--- src/rtl/core_pkg.sv ---
`default_nettype none

package core_pkg;

    // Machine word and fetch group size
    localparam int XLEN = 32;
    localparam int WAYS = 2;

    // One fetch group as handed downstream
    typedef struct packed {
        logic [XLEN-1:0]           pc;
        logic [WAYS-1:0][XLEN-1:0] insts;
        // Lanes past a predicted-taken lane are cleared
        logic [WAYS-1:0]           lane_valid;
        // One-hot or zero
        logic [WAYS-1:0]           predictions;
        logic [XLEN-1:0]           next_pc;
    } fetch_packet_t;

    // Committed outcome of one branch lane
    typedef struct packed {
        logic            valid;
        logic            taken;
        logic [XLEN-1:0] pc;
        logic [XLEN-1:0] target;
    } branch_update_t;

endpackage

`default_nettype wire
--- src/rtl/bus_pkg.sv ---
`default_nettype none

package bus_pkg;

    import core_pkg::*;

    // Address and data words on the instruction bus
    typedef logic [XLEN-1:0] wb_word_t;

    // Master to slave, Wishbone classic
    typedef struct packed {
        logic     cyc;
        logic     stb;
        logic     we;
        // Byte address, word aligned
        wb_word_t adr;
        wb_word_t dat;
    } wb_req_t;

    // Slave to master
    typedef struct packed {
        logic     ack;
        wb_word_t dat;
    } wb_rsp_t;

endpackage

`default_nettype wire

--- src/rtl/wb_arbiter.sv ---
`timescale 1ns/1ps
`default_nettype none

module wb_arbiter
    import bus_pkg::*;
(
    input  logic    clock,
    input  logic    reset,
    input  wb_req_t m0_req,
    input  wb_req_t m1_req,
    output wb_rsp_t m0_rsp,
    output wb_rsp_t m1_rsp,
    output wb_req_t s_req,
    input  wb_rsp_t s_rsp
);

    // Master 0 is fetch, master 1 the loader
    localparam logic SEL_FETCH  = 1'b0;
    localparam logic SEL_LOADER = 1'b1;

    logic owner;
    logic locked;
    logic owner_cyc;
    logic grant;

    assign owner_cyc = (owner == SEL_LOADER) ? m1_req.cyc : m0_req.cyc;

    // Owner keeps the bus until it drops cyc
    always_comb begin
        if (locked && owner_cyc) begin
            grant = owner;
        end else if (m1_req.cyc) begin
            grant = SEL_LOADER;
        end else begin
            grant = SEL_FETCH;
        end
    end

    assign s_req = (grant == SEL_LOADER) ? m1_req : m0_req;

    // Read data is shared, only ack is steered
    always_comb begin
        m0_rsp     = s_rsp;
        m1_rsp     = s_rsp;
        m0_rsp.ack = s_rsp.ack && (grant == SEL_FETCH);
        m1_rsp.ack = s_rsp.ack && (grant == SEL_LOADER);
    end

    always_ff @(posedge clock) begin
        if (reset) begin
            owner  <= SEL_FETCH;
            locked <= 1'b0;
        end else begin
            owner  <= grant;
            locked <= s_req.cyc;
        end
    end

endmodule

`default_nettype wire

--- config.mk ---
export PLATFORM = sky130hd
export DESIGN_NAME = wb_arbiter
export DESIGN_NICKNAME = d
export VERILOG_FILES = /design/src/rtl/core_pkg.sv /design/src/rtl/bus_pkg.sv /design/src/rtl/wb_arbiter.sv
export SDC_FILE = /design/constraint.sdc
export NUM_CORES = 1
export LEC_CHECK = 0
export BUFFER_PORTS_ARGS = -buffer_cell sky130_fd_sc_hd__buf_2
export CAP_MARGIN = 10
export CORE_AREA = 2 2 116 118
export CTS_CLUSTER_DIAMETER = 40
export DETAILED_ROUTE_END_ITERATION = 8
export DIE_AREA = 0 0 118 120
export PLACE_DENSITY = 0.62
export SLEW_MARGIN = 20
export SYNTH_ARGS = -nofsm -noshare
export SYNTH_HDL_FRONTEND = slang
export SYNTH_SLANG_ARGS = --single-unit
export TNS_END_PERCENT = 20
--- constraint.sdc ---
create_clock -name clock -period 3.4 [get_ports clock]
set_input_delay 0.51 -clock clock [delete_from_list [all_inputs] [get_ports clock]]
set_output_delay 0.51 -clock clock [all_outputs]
set_load 0.01 [all_outputs]
### Word level (Yosys, flattened, before mapping)

Cells that the tools add are included.
Widths: inputs -> output; s select.

* shifts and indexed selects: 0
* equality and inequality tests: 0
* bitwise gates (word level): 1
* divide/modulo/power cells: 0
* magnitude comparators: 0
* reductions and logical operators: 3
* $add $sub $neg: 0
* muxes and demuxes: 4
* multipliers: 0

Operators with widths (count)
* $mux 67: 1
* $logic_and 1x1->1: 3
* $mux 1: 3
* $not 1->1: 1

* bits in read-only memories: 0
* RAM bits: 0
* input bits: 169
* bits in latches: 0
* memories: 0
* word-level logic and storage cells: 10
* register bits: 2
* output and inout bits: 133

### Logic depth before layout (Yosys ltp)

* depth after elaboration: 5
* depth in mapped cells: 6
* mapped depth without buffers: 2

### Worst setup path after synthesis

OpenSTA, ideal clock, no wires.

* kind: input port to output port
* from: input port m0_req[66] in the netlist's numbering
* to: output port s_req[27] in the netlist's numbering
* path slack: 1.505 ns
* buffers on the path: 4
* required time: 2.890 ns
* data arrival time: 1.385 ns
* cell stages on the path: 6
* cells stage by stage: clkbuf_2 and3b_1 buf_2 buf_6 buf_6 o211ai_2

RTL lines
* start, declared: line wb_arbiter.sv:9 `input wb_req_t m0_req,`
* end, declared: line wb_arbiter.sv:13 `output wb_req_t s_req,`

==> impl_metrics.toml <==
[status]
status = "finished clean"

[worst_setup_path]
cp-end-kind = "primary output"
max_stage_delay_ps = 680
cp.required_ps = 2890
start_kind = "flop"
cp_cell_sequence = "and3b_4, buf_4, o211ai_1, buf_2"
crit_path_top_delay_cell = "and3b_4"
crit_type = "flop to primary output"
cp.arrival_ps = 1820
reg2reg_slack_ps = 1870
cp_max_fo = 38

[finish]
fill_cells = 1450
final_layout_size_suffix_gt1_frac = 0.5102
antennaDiodeCount = 0
fin_util = 0.2596
layout_common_cells = "buf_2 (204), nand2_1 (66), nand4b_1 (66), nand2b_1 (66), o211ai_1 (36)"
syn_to_final_growth_pct = 26.02
final_common_cell = "buf_2"
nets = 659

[global_route]
grt_first_pass_wirelength_mm = 14.17
global_route.usage.total = 0.1167
grt.overflow.total = 0
antenna_found_initial = 0
grt_max_degree = 71
grt_pass1_vias = 2911

[drt]
via_per_inst = 4.724
drt-wirelength-per-cell_um = 13.62
vias = 3137
wirelength_mm = 9.044
first_pass_iters = 4
drt_first_iter_violations = 121
drc_errors = 0
ant_nets = 0

[floorplan]
die-height_um = 120
die-area_um2 = 14160
core_um2 = 12980
dieWidth_um = 118
start_util = 0.2060
rows = 42
io_pins = 302

[yosys]
ys_ff_latch = 2
yosysTopAreaCell = "nand4b_1"
synth.cell_area_um2 = 2674
synthTopCellsByArea = "nand4b_1 (22%), buf_4 (19%), nand2b_1 (15%)"
postSynthCellCount = 382
syn_area_per_cell_um2 = 7.000
yosysWarnings = 0
yosysTopAreaCellShare = 0.2162
ys_seq_area_frac = 0.01497
syn_nets = 551
yosysUniqueCellTypes = 19

[sta]
hold_viol_final = 0
worst_slew_pin_slew_ps = 750.0
setup-tns-final_ps = 0
finalCritPeriodShare = 0.6867
setup_viol = 0
fin_crit_ps = 2335
fin_skew_ps = 0.6070
slew_headroom = 0.5000
rsz0062_at_grt = "false"
max_freq_mhz = 428.3
slew_violations = 0

[clocking]
cts_buffer_depth = 2
cts_tree = "yes"
post-cts-setup-buffers = 0
ctsResizeCount = 0
numCtsBuffers = 3
cts.htree.levels = 1
clock_sink_count = 2
worstSkewPairLatency_ps = 220
clkTransAtPathRegs_ps = 30
hold_buffers = 0
clock-root-buffer = "clkbuf_16"

[place]
io_buffers = 205
finalWeightedCongestion = 0.7757
hpwlAfterDp_mm = 6.554

[pwr]
p_leak_nw = 1.526
vdd.ir_drop.worst_mv = 0.1755
p_per_area_nw_per_um2 = 189.7

[flow_run]
cap_violations = 0

[hold_path]
worstHoldPathType = "input pin to flop"
-- cell type report --
class,instances,area [um2],share of cell area
sequential,2,42.54,0.01263
timing repair buffer,212,1094,0.3245
multi-input combinational,271,1938,0.5752
tap,176,220.2,0.06535
clock buffer,3,75.07,0.02228
-- metal layers --
| layer | routed length, um | global-route usage |
|---|---|---|
| met1 | 3846 | 0.1429 |
| met2 | 4348 | 0.2039 |
| met3 | 629 | 0.02471 |
| met4 | 219 | 0.03690 |
| met5 | 0 | 0 |
-- cell families (layout without fill, tap and decap cells) --
kind of cell	count (synthesis)	after routing	synth area share
buffers and inverters	109	215	0.2616
AO/OA/AOI/OAI	67	67	0.2443
AND/OR/NAND/NOR	204	204	0.4792
flip-flops	2	2	0.01497
-- critical path: cells and delay by family, from the launching register on --
kind | cells | cell delay, ps
buf+inv | 2 | 490
simple gates | 1 | 680
compound gates | 1 | 120
flops | 1 | 300
-- where the power goes --
| group | switching [mW] | total [mW] | internal [mW] |
|---|---|---|---|
| Clock | 0.0269 | 0.177 | 0.150 |
| Combinational | 0.232 | 0.437 | 0.205 |
| Sequential | 0.000661 | 0.0261 | 0.0255 |
-- sequential cells by signal (all words and copies together), names as in the netlist --
signal  flops
locked      1
owner       1
-- Yosys cell counts (all sizes together) --
| cell type | instances |
|---|---|
| a21boi | 1 |
| and3 | 1 |
| and3b | 1 |
| buf | 78 |
| clkbuf | 31 |
| dfxtp | 2 |
| nand2 | 66 |
| nand2b | 66 |
| nand3b | 1 |
| nand4b | 66 |
| nor2b | 1 |
| nor3b | 1 |
| o211ai | 66 |
| or2 | 1 |
-- path summary, 6_finish.rpt --
| kind | to | cells after the start | from |
|---|---|---|---|
| worst max register to register | owner$_SDFF_PP0_ | 3 | owner$_SDFF_PP0_ |
| worst min register to register | owner$_SDFF_PP0_ | 3 | locked$_SDFF_PP0_ |
| worst min-delay path | owner$_SDFF_PP0_ | 2 | reset |
| worst max-delay path | s_req[26] | 4 | owner$_SDFF_PP0_ |
-- per-stage QoR --
step	setup WS (ps)	instance area, um2	power [mW]	hold WS [ps]	instances
3_5_place_dp	1025	3294	0.4659	710.0	661
3_3_place_gp	1042	3294	0.4620	705.8	661
6_report	1065	3369	0.6393	485.7	664
4_1_cts	1011	3369	0.6481	481.9	664
5_1_grt	957.5	3369	0.6867	488.1	664
2_1_floorplan	1505	2674	0.3542	581.6	382
Power figures use the tool's default switching activity.
