--- src/rtl/core_pkg.sv ---
`default_nettype none

package core_pkg;

    // Machine word and fetch group size
    localparam int XLEN = 32;
    localparam int WAYS = 2;

    // One fetch group as handed downstream
    typedef struct packed {
        logic [XLEN-1:0]           pc;
        logic [WAYS-1:0][XLEN-1:0] insts;
        // Lanes past a predicted-taken lane are cleared
        logic [WAYS-1:0]           lane_valid;
        // One-hot or zero
        logic [WAYS-1:0]           predictions;
        logic [XLEN-1:0]           next_pc;
    } fetch_packet_t;

    // Committed outcome of one branch lane
    typedef struct packed {
        logic            valid;
        logic            taken;
        logic [XLEN-1:0] pc;
        logic [XLEN-1:0] target;
    } branch_update_t;

endpackage

`default_nettype wire
--- src/rtl/bus_pkg.sv ---
`default_nettype none

package bus_pkg;

    import core_pkg::*;

    // Address and data words on the instruction bus
    typedef logic [XLEN-1:0] wb_word_t;

    // Master to slave, Wishbone classic
    typedef struct packed {
        logic     cyc;
        logic     stb;
        logic     we;
        // Byte address, word aligned
        wb_word_t adr;
        wb_word_t dat;
    } wb_req_t;

    // Slave to master
    typedef struct packed {
        logic     ack;
        wb_word_t dat;
    } wb_rsp_t;

endpackage

`default_nettype wire

--- src/rtl/fetch_unit.sv ---
`timescale 1ns/1ps
`default_nettype none

module fetch_unit
    import core_pkg::*;
    import bus_pkg::*;
(
    input  logic            clock,
    input  logic            reset,
    input  logic            run,
    input  logic            redirect_valid,
    input  logic [XLEN-1:0] redirect_pc,
    output logic [XLEN-1:0] pred_pc,
    input  logic [XLEN-1:0] pred_next_pc,
    input  logic [WAYS-1:0] pred_taken,
    output wb_req_t         bus_req,
    input  wb_rsp_t         bus_rsp,
    output fetch_packet_t   packet,
    output logic            packet_valid,
    input  logic            packet_ready
);

    localparam int LANE_W = (WAYS > 1) ? $clog2(WAYS) : 1;
    localparam logic [LANE_W-1:0] LAST_LANE = LANE_W'(WAYS - 1);

    // HOLD finishes a beat whose group was killed by a redirect
    typedef enum logic [1:0] {
        IDLE,
        READ,
        HOLD,
        FULL
    } state_t;

    state_t            state;
    logic [XLEN-1:0]   pc;
    logic [LANE_W-1:0] lane;
    logic [XLEN-1:0]   beat_adr;
    logic              in_beat;
    logic              last_lane;
    logic [WAYS-1:0]   lane_mask;

    assign in_beat      = (state == READ) || (state == HOLD);
    assign last_lane    = (lane == LAST_LANE);
    assign packet_valid = (state == FULL);
    assign pred_pc      = pc;

    // Single word reads, cyc stays up across the beats of a group
    always_comb begin
        bus_req     = '0;
        bus_req.cyc = in_beat;
        bus_req.stb = in_beat;
        bus_req.adr = beat_adr;
    end

    // Kill every lane behind a predicted-taken one
    always_comb begin
        lane_mask[0] = 1'b1;
        for (int i = 1; i < WAYS; i++) begin
            lane_mask[i] = lane_mask[i-1] && !pred_taken[i-1];
        end
    end

    always_ff @(posedge clock) begin
        if (reset) begin
            state <= IDLE;
            pc    <= '0;
            lane  <= '0;
        end else begin
            case (state)
                IDLE: begin
                    if (redirect_valid) begin
                        pc <= redirect_pc;
                    end else if (run) begin
                        state <= READ;
                        lane  <= '0;
                    end
                end
                READ: begin
                    if (redirect_valid) begin
                        pc    <= redirect_pc;
                        state <= bus_rsp.ack ? IDLE : HOLD;
                    end else if (bus_rsp.ack) begin
                        if (last_lane) begin
                            state <= FULL;
                        end else begin
                            lane <= lane + LANE_W'(1);
                        end
                    end
                end
                HOLD: begin
                    if (redirect_valid) begin
                        pc <= redirect_pc;
                    end
                    if (bus_rsp.ack) begin
                        state <= IDLE;
                    end
                end
                FULL: begin
                    // Redirect drops the packet even when it is taken now
                    if (redirect_valid) begin
                        pc    <= redirect_pc;
                        state <= IDLE;
                    end else if (packet_ready) begin
                        pc    <= packet.next_pc;
                        lane  <= '0;
                        state <= run ? READ : IDLE;
                    end
                end
                default: state <= IDLE;
            endcase
        end
    end

    // Bus address and lane buffer
    always_ff @(posedge clock) begin
        if (state == IDLE) begin
            beat_adr <= pc;
        end else if (state == FULL) begin
            beat_adr <= packet.next_pc;
        end else if (state == READ && bus_rsp.ack) begin
            beat_adr <= beat_adr + XLEN'(4);
        end

        if (state == READ && bus_rsp.ack) begin
            packet.insts[lane] <= bus_rsp.dat;
            // Prediction is sampled on the last beat of the group
            if (last_lane) begin
                packet.pc          <= pc;
                packet.next_pc     <= pred_next_pc;
                packet.predictions <= pred_taken;
                packet.lane_valid  <= lane_mask;
            end
        end
    end

endmodule

`default_nettype wire

--- config.mk ---
export PLATFORM = sky130hd
export DESIGN_NAME = fetch_unit
export DESIGN_NICKNAME = d
export VERILOG_FILES = /design/src/rtl/core_pkg.sv /design/src/rtl/bus_pkg.sv /design/src/rtl/fetch_unit.sv
export SDC_FILE = /design/constraint.sdc
export NUM_CORES = 1
export LEC_CHECK = 0
export CAP_MARGIN = 20
export CORE_AREA = 2 2 132 134
export CTS_BUF_LIST = sky130_fd_sc_hd__clkbuf_4
export CTS_CLUSTER_DIAMETER = 50
export DETAILED_ROUTE_END_ITERATION = 10
export DIE_AREA = 0 0 134 136
export DONT_BUFFER_PORTS = 1
export GPL_TIMING_DRIVEN = 1
export PLACE_DENSITY = 0.64
export RECOVER_POWER = 100
export SLEW_MARGIN = 20
export SYNTH_ARGS = -nofsm -noshare
export SYNTH_HDL_FRONTEND = slang
export SYNTH_SLANG_ARGS = --single-unit
--- constraint.sdc ---
create_clock -name clock -period 3.8 [get_ports clock]
set_input_delay 0.19 -clock clock [delete_from_list [all_inputs] [get_ports clock]]
set_output_delay 0.19 -clock clock [all_outputs]
set_load 0.02 [all_outputs]
# After elaboration in Yosys (flattened, before gate mapping)
# Cells that the tools add are included.
[word_totals] output_inout_bits=232 in_bits=104 regBits=198 n_memories=0 rom_bits=0 ramBits=0 latch_bits=0 wordCells=69
[classes] mux=29 n_mul=0 bitwise_logic=0 n_div=0 n_lt_le_gt_ge=2 n_eq_ne=14 shifts=0 n_reduce_logical=12 n_addsub=2
[ops] cell="2-to-1 mux 32 bit" n=7
[ops] cell="bitwise mux 64 bit" n=1
[ops] cell="one-hot mux 32 bit (2 select lines)" n=1
[ops] cell="adder 32 x 3 -> 32 bit (second input constant)" n=1
[ops] cell="demux 32 bit (select 1 bit)" n=1
[ops] cell="2-to-1 mux 2 bit" n=9
[ops] cell="inequality test 2 bit (second input constant)" n=6
[ops] cell="2-to-1 mux 1 bit" n=8
[ops] cell="one-hot mux 2 bit (4 select lines)" n=1
[ops] cell="AND reduction 7 bit" n=1
[ops] cell="inequality test 3 bit (second input constant)" n=2
[ops] cell="AND reduction 6 bit" n=1
[ops] cell="nonzero test 3 bit" n=2
[ops] cell="== test 2 bit (second input constant)" n=2
[ops] cell="inequality test 2 x 1 -> 1 bit (second input constant)" n=2
[ops] cell="AND reduction 2 bit" n=2
[ops] cell="inequality test 3 x 2 -> 1 bit (second input constant)" n=1
[ops] cell="one-hot mux 1 bit (3 select lines)" n=1
[ops] cell="OR reduction 3 bit" n=1
[ops] cell="== test 2 x 1 -> 1 bit (second input constant)" n=1
[ops] cell="logical AND 1 bit" n=2
[ops] cell="logical NOT 2 bit" n=1
[ops] cell="< comparator 1 x 2 -> 1 bit (second input constant)" n=1
[ops] cell="adder 1 bit (second input constant)" n=1
[ops] cell="3 further kinds" n=3

# Depth between registers and ports, before layout
# Gate-level depths: netlist of run 1.
[depth] word_depth=5 mapped_depth=8

# Worst setup path before layout of run 1
# Ideal clock, no wire load.
[synth_path] kind="reg2reg" from="register state[1]" to="register packet[0] in the netlist's numbering (enable)" setup_ns=0.470 arrival_time_ns=2.997 period_less_slack_ns=3.466 stages_incl_launch_ff=4 path_slack_ns=0.334 t_required_ns=3.330 path_cell_list="dfxtp_1 -> inv_1 -> ha_1 -> and3_1"
[synth_between] elab_chain_cells=3
[synth_rtl] element="from (decl)" line="fetch_unit.sv:34" rtl="state_t state;"
[synth_rtl] element="from (signal assigned)" line="fetch_unit.sv:81" rtl="state <= bus_rsp.ack ? IDLE : HOLD;"
[synth_rtl] element="from (signal assigned)" line="fetch_unit.sv:106" rtl="state <= run ? READ : IDLE;"
[synth_rtl] element="== test 2 x 1 -> 1 bit" line="fetch_unit.sv:124" rtl="if (state == READ && bus_rsp.ack) begin"
[synth_rtl] element="logical AND 1 bit" line="fetch_unit.sv:124"
[synth_rtl] element="AND reduction 2 bit (no line)"
[synth_rtl] element="to (decl)" line="fetch_unit.sv:18" rtl="output fetch_packet_t packet,"
# No other way between the ends.
# A chain may end at the register's enable or synchronous reset.

# Worst setup path after layout of run 1
[layout_path] from="register beat_adr[4]" to="register beat_adr[21] (data pin)"
[layout_between] elab_chain_cells=4
[layout_rtl] element="from (decl)" line="fetch_unit.sv:37" rtl="logic [XLEN-1:0] beat_adr;"
[layout_rtl] element="from (signal assigned)" line="fetch_unit.sv:117" rtl="beat_adr <= pc;"
[layout_rtl] element="from (signal assigned)" line="fetch_unit.sv:119" rtl="beat_adr <= packet.next_pc;"
[layout_rtl] element="from (signal assigned)" line="fetch_unit.sv:121" rtl="beat_adr <= beat_adr + XLEN'(4);"
[layout_rtl] element="adder 32 x 3 -> 32 bit" line="fetch_unit.sv:121"
[layout_rtl] element="2-to-1 mux 32 bit" line="fetch_unit.sv:120" rtl="end else if (state == READ && bus_rsp.ack) begin"
[layout_rtl] element="2-to-1 mux 32 bit" line="fetch_unit.sv:118" rtl="end else if (state == FULL) begin"
[layout_rtl] element="2-to-1 mux 32 bit" line="fetch_unit.sv:116" rtl="if (state == IDLE) begin"
# No other way between the ends. The select of a mux whose other input is x is not followed.

==> results of run 1 <==
==> power by group through the flow <==
stage / registers, mW / clock network [mW] / logic, mW
after floorplan: 3.25 / 0 / 0.654
final: 3.34 / 1.10 / 0.928
after detailed placement: 3.38 / 0 / 0.798
after global routing: 3.38 / 1.20 / 1.02
after global placement: 3.37 / 0 / 0.777
after CTS: 3.33 / 1.13 / 0.942
==> what timing repair did <==
action / 4_1_cts / 5_1_grt
endpoints found under the hold margin: 134 / 0
hold buffers: 132 / 0
resized for setup: 0 / 0
==> flip-flops by register name, summed over array words and instances (netlist names) <==
register / cells
beat_adr: 32
packet: 131
lane: 1
state: 2
pred_pc: 32
==> cells in the final DEF, fill, tap and decap left out, types with 7 or more instances in the layout <==
| master | Yosys | routed |
|---|---|---|
| xnor2_1 | 10 | 10 |
| xor2_1 | 16 | 16 |
| nand2_1 | 63 | 63 |
| nand4_1 | 8 | 8 |
| nand3_1 | 28 | 28 |
| a211oi_1 | 23 | 23 |
| inv_1 | 13 | 13 |
| ha_1 | 7 | 7 |
| o21ai_0 | 15 | 15 |
| o221ai_1 | 12 | 12 |
| and3_1 | 8 | 7 |
| a21oi_1 | 38 | 38 |
| dfxtp_1 | 35 | 35 |
| nor2_1 | 49 | 48 |
| conb_1 | 2 | 34 |
| mux2i_1 | 26 | 26 |
| edfxtp_1 | 163 | 163 |
| clkbuf_4 | 0 | 17 |
| dlygate4sd3_1 | 0 | 131 |
==> layer usage <==
| layer | GRT usage (%) | routed length, microns | up-vias |
|---|---|---|---|
| met2 | 38.4 | 10400 | 322 |
| met1 | 24.8 | 8020 | 2602 |
| met3 | 9.13 | 2220 | 39 |
| met5 | 0 | 0 | - |
| met4 | 8.69 | 533 | 0 |
| li1 | - | - | 2425 |
==> final cells by class <==
class                           instances  area, sq um
Fill cell                            1365         7100
Sequential cell                       198         5600
Multi-Input combinational cell        368         2190
Timing Repair Buffer                  138         1380
Tap cell                              225          282
Clock inverter                         15          153
Clock buffer                           17          128
Inverter                               13         48.8
Antenna cell                            1         2.50
==> through the flow <==
step           hold WS, ps  setup WS (ps)  utilization [%]
3_5_place_dp           270           1200             48.6
4_1_cts               25.4            899             58.1
6_report               104            552             57.9
5_1_grt                109            350             57.9
3_3_place_gp           267           1250             48.6
2_1_floorplan          289            334                -
==> logic make-up after synthesis <==
family | count (synthesis)
AOI/OAI and AO/OA | 99
xor gates and xnor gates | 26
adders and majority gates | 7
buffers and inverters | 81
DFF | 198
muxes | 27
other | 2
and+or+nand+nor | 175
==> critical path, cell delays in order (launching register included) <==
cell      delay (ps)
edfxtp_1         640
nand4_2          160
nor4_1          1460
nand4_1          240
xnor2_1          190
a221o_1          320
==> final timing paths <==
kind	slack, ps	endpoint	depth (start not counted)	startpoint
min	100	lane	5	run
max	550	beat_adr[21]	5	beat_adr[4]
max reg2reg	550	beat_adr[21]	5	beat_adr[4]
min reg2reg	620	lane	2	lane
==> results.md, run 1 <==
* Status: finished with violations
* Failing checks: capacitance limit, slew limit
* Die H at 136 microns
* Drt via density at 5.53
* DRT Pass-1 Iters at 5
* Via count at 5388
* Slew HR at -25.2%
* Clk sinks at 198
* Number of synthesized flops with an enable pin at 163
* Grt ovf at 0
* Pleak at 3.52 nW
* Worst Setup Path Type: reg -> reg
* Final Max Tran Viols at 137
* Clk slew on worst S/H paths at 170 ps
* Maxcap violations at 4
* Final Cell Area at 0.00977 sq mm
* Main area contributors after synthesis: edfxtp_1, dfxtp_1, buf_4
* Area after DPL at 0.00820 sq mm
* Area share of the largest cell type after synthesis at 60.3%
* Area grow syn2layout at 20.4%
* Clk_skew at 23.8 ps
* Yosys reg bits at 198
* Adder-Cell Fraction of Synth Area at 1.08%
* Fmax at 0.308 GHz
* Die span in x at 134 microns
* Main combinational cell family by area after synthesis: simple AND/OR/NAND/NOR gates
* Measured slew at the worst slew-check pin at 1880 ps
* Yosys Warn Count at 0
* XOR/XNOR Fraction of Synth Area at 2.81%
* Routability congestion estimate from global placement at 0.827
* Global-route wire length before repair at 30600 microns
* Part of the power in registers at 62.2%
* Non-filler cells in the finished layout at 975
* Asr flop ratio synth at 0%
* TNS Setup at 0 ps
* Sw Pwr at 2.00 mW
* Clock power frac at 20.5%
* # rows at 48
* Cell Int Power at 3.37 mW
* Mapped Cells at 615
* Required @ worst endpoint at 4130 ps
* Largest net degree at the start of global routing at 63
* CTS root buf: clkbuf_4
* Initial antenna violation count at 1
* Input/output buffers at 0
* Post-synthesis sequential area ratio at 68.9%
* VDD IR-drop max at 0.233 mV
* Syn Std Cell Area at 0.00812 sq mm
* Logic pwr share at 17.3%
* Routed WL at 21200 microns
* Avg Inst Size Synth at 13.2 sq um
* Simple-Gate Fraction of Synth Area at 10.2%
* Nets at 847
* Final ANT Viol Nets at 0
* RSZ-0062 raised after global routing: false
* Crit start category: flip-flop
* I/O Pins at 336
* H-tree depth at 4
* TritonCTS Buffers at 17
* Vias in the first global route at 5392
* Pwr Total at 5.37 mW
* Avg WL per Cell at 21.7 microns
* Period utilisation layout at 85.5%
* Most numerous cell in the Yosys netlist: edfxtp_1
* Hold Path Class: in -> reg
* Clock buffer depth at 2
* Total track usage at 22.3%
* 1st-iter DRT viols at 457
* Hold Vio Cnt, Final at 0
* CORE AREA at 0.0169 sq mm
* Sw Share at 37.2%
* Drt drc at 0
* CTS tree: yes
* Main synth FF type: edfxtp_1
* Post-DP HPWL at 13200 microns
* Setup bufs post-CTS at 0
* Final min period at 3250 ps
* Yosys top cell by area: edfxtp_1
* CP Capture Type: flip-flop
* Post-synthesis mux area share at 3.35%
* Setup-failing EPs final at 0
* DIE AREA at 0.0182 sq mm
* Skew-Pair Late Insertion Delay at 570 ps
* Post-synthesis cell type count at 41
* Synth Area in Compound Gates at 8.02%
* Cell Pwr Density at 549 mW/mm^2
* Share of cells above drive strength 1 at 6.68%
* Critical Path AT at 3580 ps
* DP Cell Count at 810
* Critical Path Fanout Max at 10
* Initial Util at 48.1%
* Post-synth top cells: edfxtp_1, nand2_1, nor2_1, a21oi_1, buf_4
(Power assumes the default switching activity.)
==> run 2: changes to the inputs <==
CORE_AREA = 2 2 131 133   (was 2 2 132 134)
CTS_BUF_LIST = not set   (was sky130_fd_sc_hd__clkbuf_4)
DIE_AREA = 0 0 133 135   (was 0 0 134 136)
PLACE_DENSITY = 0.65   (was 0.64)
==> run 2 against run 1 <==
  * The run still ends with capacitance limit, slew limit left
  * Cell count shrank 4.0%
  * Clock-buffer cell count increased by 1
  * Core utilization is 1.5 points higher
  * Combinational power down 4.6%
  * Sequential share of layout area up 0.17 points
  * Critical path type unchanged
  * Highest routed layer unchanged
==> results.md, run 2 (synthesized netlist as in run 1, its figures left out) <==
* Routability congestion estimate from global placement at 0.841 (+1.6%)
* Clk_skew at 8.20 ps (-15.6 ps)
* Part of the power in registers at 55.7% (-6.5 points)
* Worst setup slack after layout at 642 ps (+89.7 ps)
* Hold Vio Cnt, Final at 0 (unchanged)
* Reg2reg end: packet[71]
* TritonCTS Buffers at 17 (unchanged)
* ANT cells at 0 (-1)
* Drt drc at 0 (unchanged)
* Logic pwr share at 14.8% (-2.5 points)
* PostCTS Resize Cnt at 0 (unchanged)
* Setup-failing EPs final at 0 (unchanged)
* Post-DP HPWL at 13700 microns (+3.5%)
* Routed WL at 20900 microns (-1.4%)
* Hold Path Origin: redirect_pc[17]
* DRT Pass-1 Iters at 4 (-1)
* CP Capture Type: flip-flop
* Die span in x at 133 microns (-0.75%)
* Vias in the first global route at 5317 (-1.4%)
* H-tree depth at 4 (unchanged)
* Commonest non-fill, non-tap cell in the layout: edfxtp_1
* CTS tree: yes
* TNS Setup at 0 ps (unchanged)
* Skew-Pair Late Insertion Delay at 440 ps (-130 ps)
* CP max-delay cell: and3_1
* Status: finished with violations
* Avg WL per Cell at 22.3 microns (+2.7%)
* Worst Setup Path Type: reg -> reg
* Final ANT Viol Nets at 0 (unchanged)
* Max FFs per register at 131 (unchanged)
* Hold Crit Endpoint: pred_pc[17]
* Sw Pwr at 2.07 mW (+3.7%)
* Maxcap violations at 4 (unchanged)
* Fillers at 1296 (-5.1%)
* Setup WS pre-CTS at 1250 ps (+49.1 ps)
* R2r setup slk at 640 ps (+90 ps)
* Hold Path Class: in -> reg
* Nets at 814 (-3.9%)
* Initial antenna violation count at 0 (-1)
* Global-route wire length before repair at 30800 microns (+0.74%)
* Measured slew at the worst slew-check pin at 2130 ps (+255 ps)
* Initial Util at 49.5% (+1.4 points)
* RSZ-0062 raised after global routing: false
* VDD IR-drop max at 0.347 mV (+49%)
* Share of cells above drive strength 1 at 6.98% (+0.31 points)
* 1st-iter DRT viols at 356 (-22%)
* Hold Crit Depth at 2 (-3)
* CORE AREA at 0.0164 sq mm (-2.8%)
* Drt via density at 5.61 (+1.5%)
* Met2 Wirelength at 10800 microns (+3.3%)
* Period utilisation layout at 83.1% (-2.4 points)
* Clk slew on worst S/H paths at 70 ps (-100 ps)
* Commonest non-fill, non-tap cells in the layout: edfxtp_1, dlygate4sd3_1, nand2_1, nor2_1, a21oi_1
* Crit start category: flip-flop
* R2r worst-path depth at 4 (-1)
* Via count at 5251 (-2.5%)
* Largest net degree at the start of global routing at 57 (-9.5%)
* Clk sinks at 198 (unchanged)
* Failing checks: capacitance limit, slew limit
* Area grow syn2layout at 20.1%
* Largest Register: packet
* DIE AREA at 0.0180 sq mm (-1.5%)
* Input/output buffers at 0 (unchanged)
* Critical Path Fanout Max at 56 (+46)
* I/O Pins at 336 (unchanged)
* WL met1 at 7650 microns (-4.6%)
* Final min period at 3160 ps (-89.7 ps)
* # rows at 47 (-2.1%)
* Setup bufs post-CTS at 0 (unchanged)
* Die H at 135 microns (-0.74%)
* Cell Pwr Density at 616 mW/mm^2 (+12%)
* CTS root buf: clkbuf_16
* Routed met3 length at 2030 microns (-8.8%)
* Slew HR at -42.3% (-17 points)
* Required @ worst endpoint at 3910 ps (-220 ps)
* Critical Path AT at 3270 ps (-310 ps)
* # hold bufs at CTS at 99 (-25%)
* R2R Path Start: state[1]
* Cell Int Power at 3.93 mW (+17%)
* Clock buffer depth at 2 (unchanged)
* Highest routed layer: met4
* Fmax at 0.317 GHz (+2.8%)
* CP peak stage delay at 1620 ps (+160 ps)
* Clock power frac at 29.5% (+9.0 points)
* Final Max Tran Viols at 159 (+16%)
* Total track usage at 22.9% (+0.59 points)
* Sw Share at 34.5% (-2.7 points)
* Worst-path cell chain: inv_1, ha_1, and3_1, buf_12
* Grt ovf at 0 (unchanged)
* Pleak at 3.49 nW (-1.0%)
==> run 2: worst max path at each step <==
stage                   end        start  cells past startpoint  slack, ps
6_report         packet[71]     state[1]                      4        640
5_1_grt          packet[71]     state[1]                      4        350
4_1_cts         pred_pc[11]     state[1]                      6        890
3_5_place_dp   beat_adr[18]  beat_adr[2]                      6       1250
3_3_place_gp   beat_adr[18]  beat_adr[2]                      6       1290
2_1_floorplan     packet[0]     state[1]                      3        330
==> run 2: critical path, delay by kind of cell (launching register included) <==
family | cells | cell delay (ps)
fa+ha+maj | 1 | 270
buf+inv | 2 | 500
flops | 1 | 360
simple gates | 1 | 1620
==> run 2: per-stage QoR <==
step	util [%]	std cells	hold slack (ps)	area (sq um)	total power, mW
after floorplan	-	647	289	8240	3.91
after global placement	49.9	805	267	8190	4.15
after detailed placement	49.9	805	270	8190	4.17
after CTS	59.6	936	3.61	9770	6.05
after global routing	59.4	936	23.6	9750	6.25
final	59.4	936	16.6	9750	6.00
==> run 2: power groups by stage <==
stage	logic, mW	clock network [mW]	registers (mW)
2_1_floorplan	0.654	0	3.25
3_3_place_gp	0.776	0	3.38
3_5_place_dp	0.791	0	3.38
4_1_cts	0.898	1.81	3.34
5_1_grt	0.980	1.89	3.39
6_report	0.885	1.77	3.34
==> run 2: routing by layer <==
layer,up-vias,GRT usage [%]
met4,0,9.44
met2,292,40.1
li1,2357,-
met5,-,0
met1,2572,25.1
met3,30,8.75
==> run 2: layout make-up <==
class | count | area (sq um) | area share [%]
Clock buffer | 18 | 429 | 4.40
Clock inverter | 14 | 151 | 1.55
Multi-Input combinational cell | 368 | 2200 | 22.6
Sequential cell | 198 | 5600 | 57.4
Tap cell | 220 | 275 | 2.82
Inverter | 13 | 48.8 | 0.501
Timing Repair Buffer | 105 | 1050 | 10.7
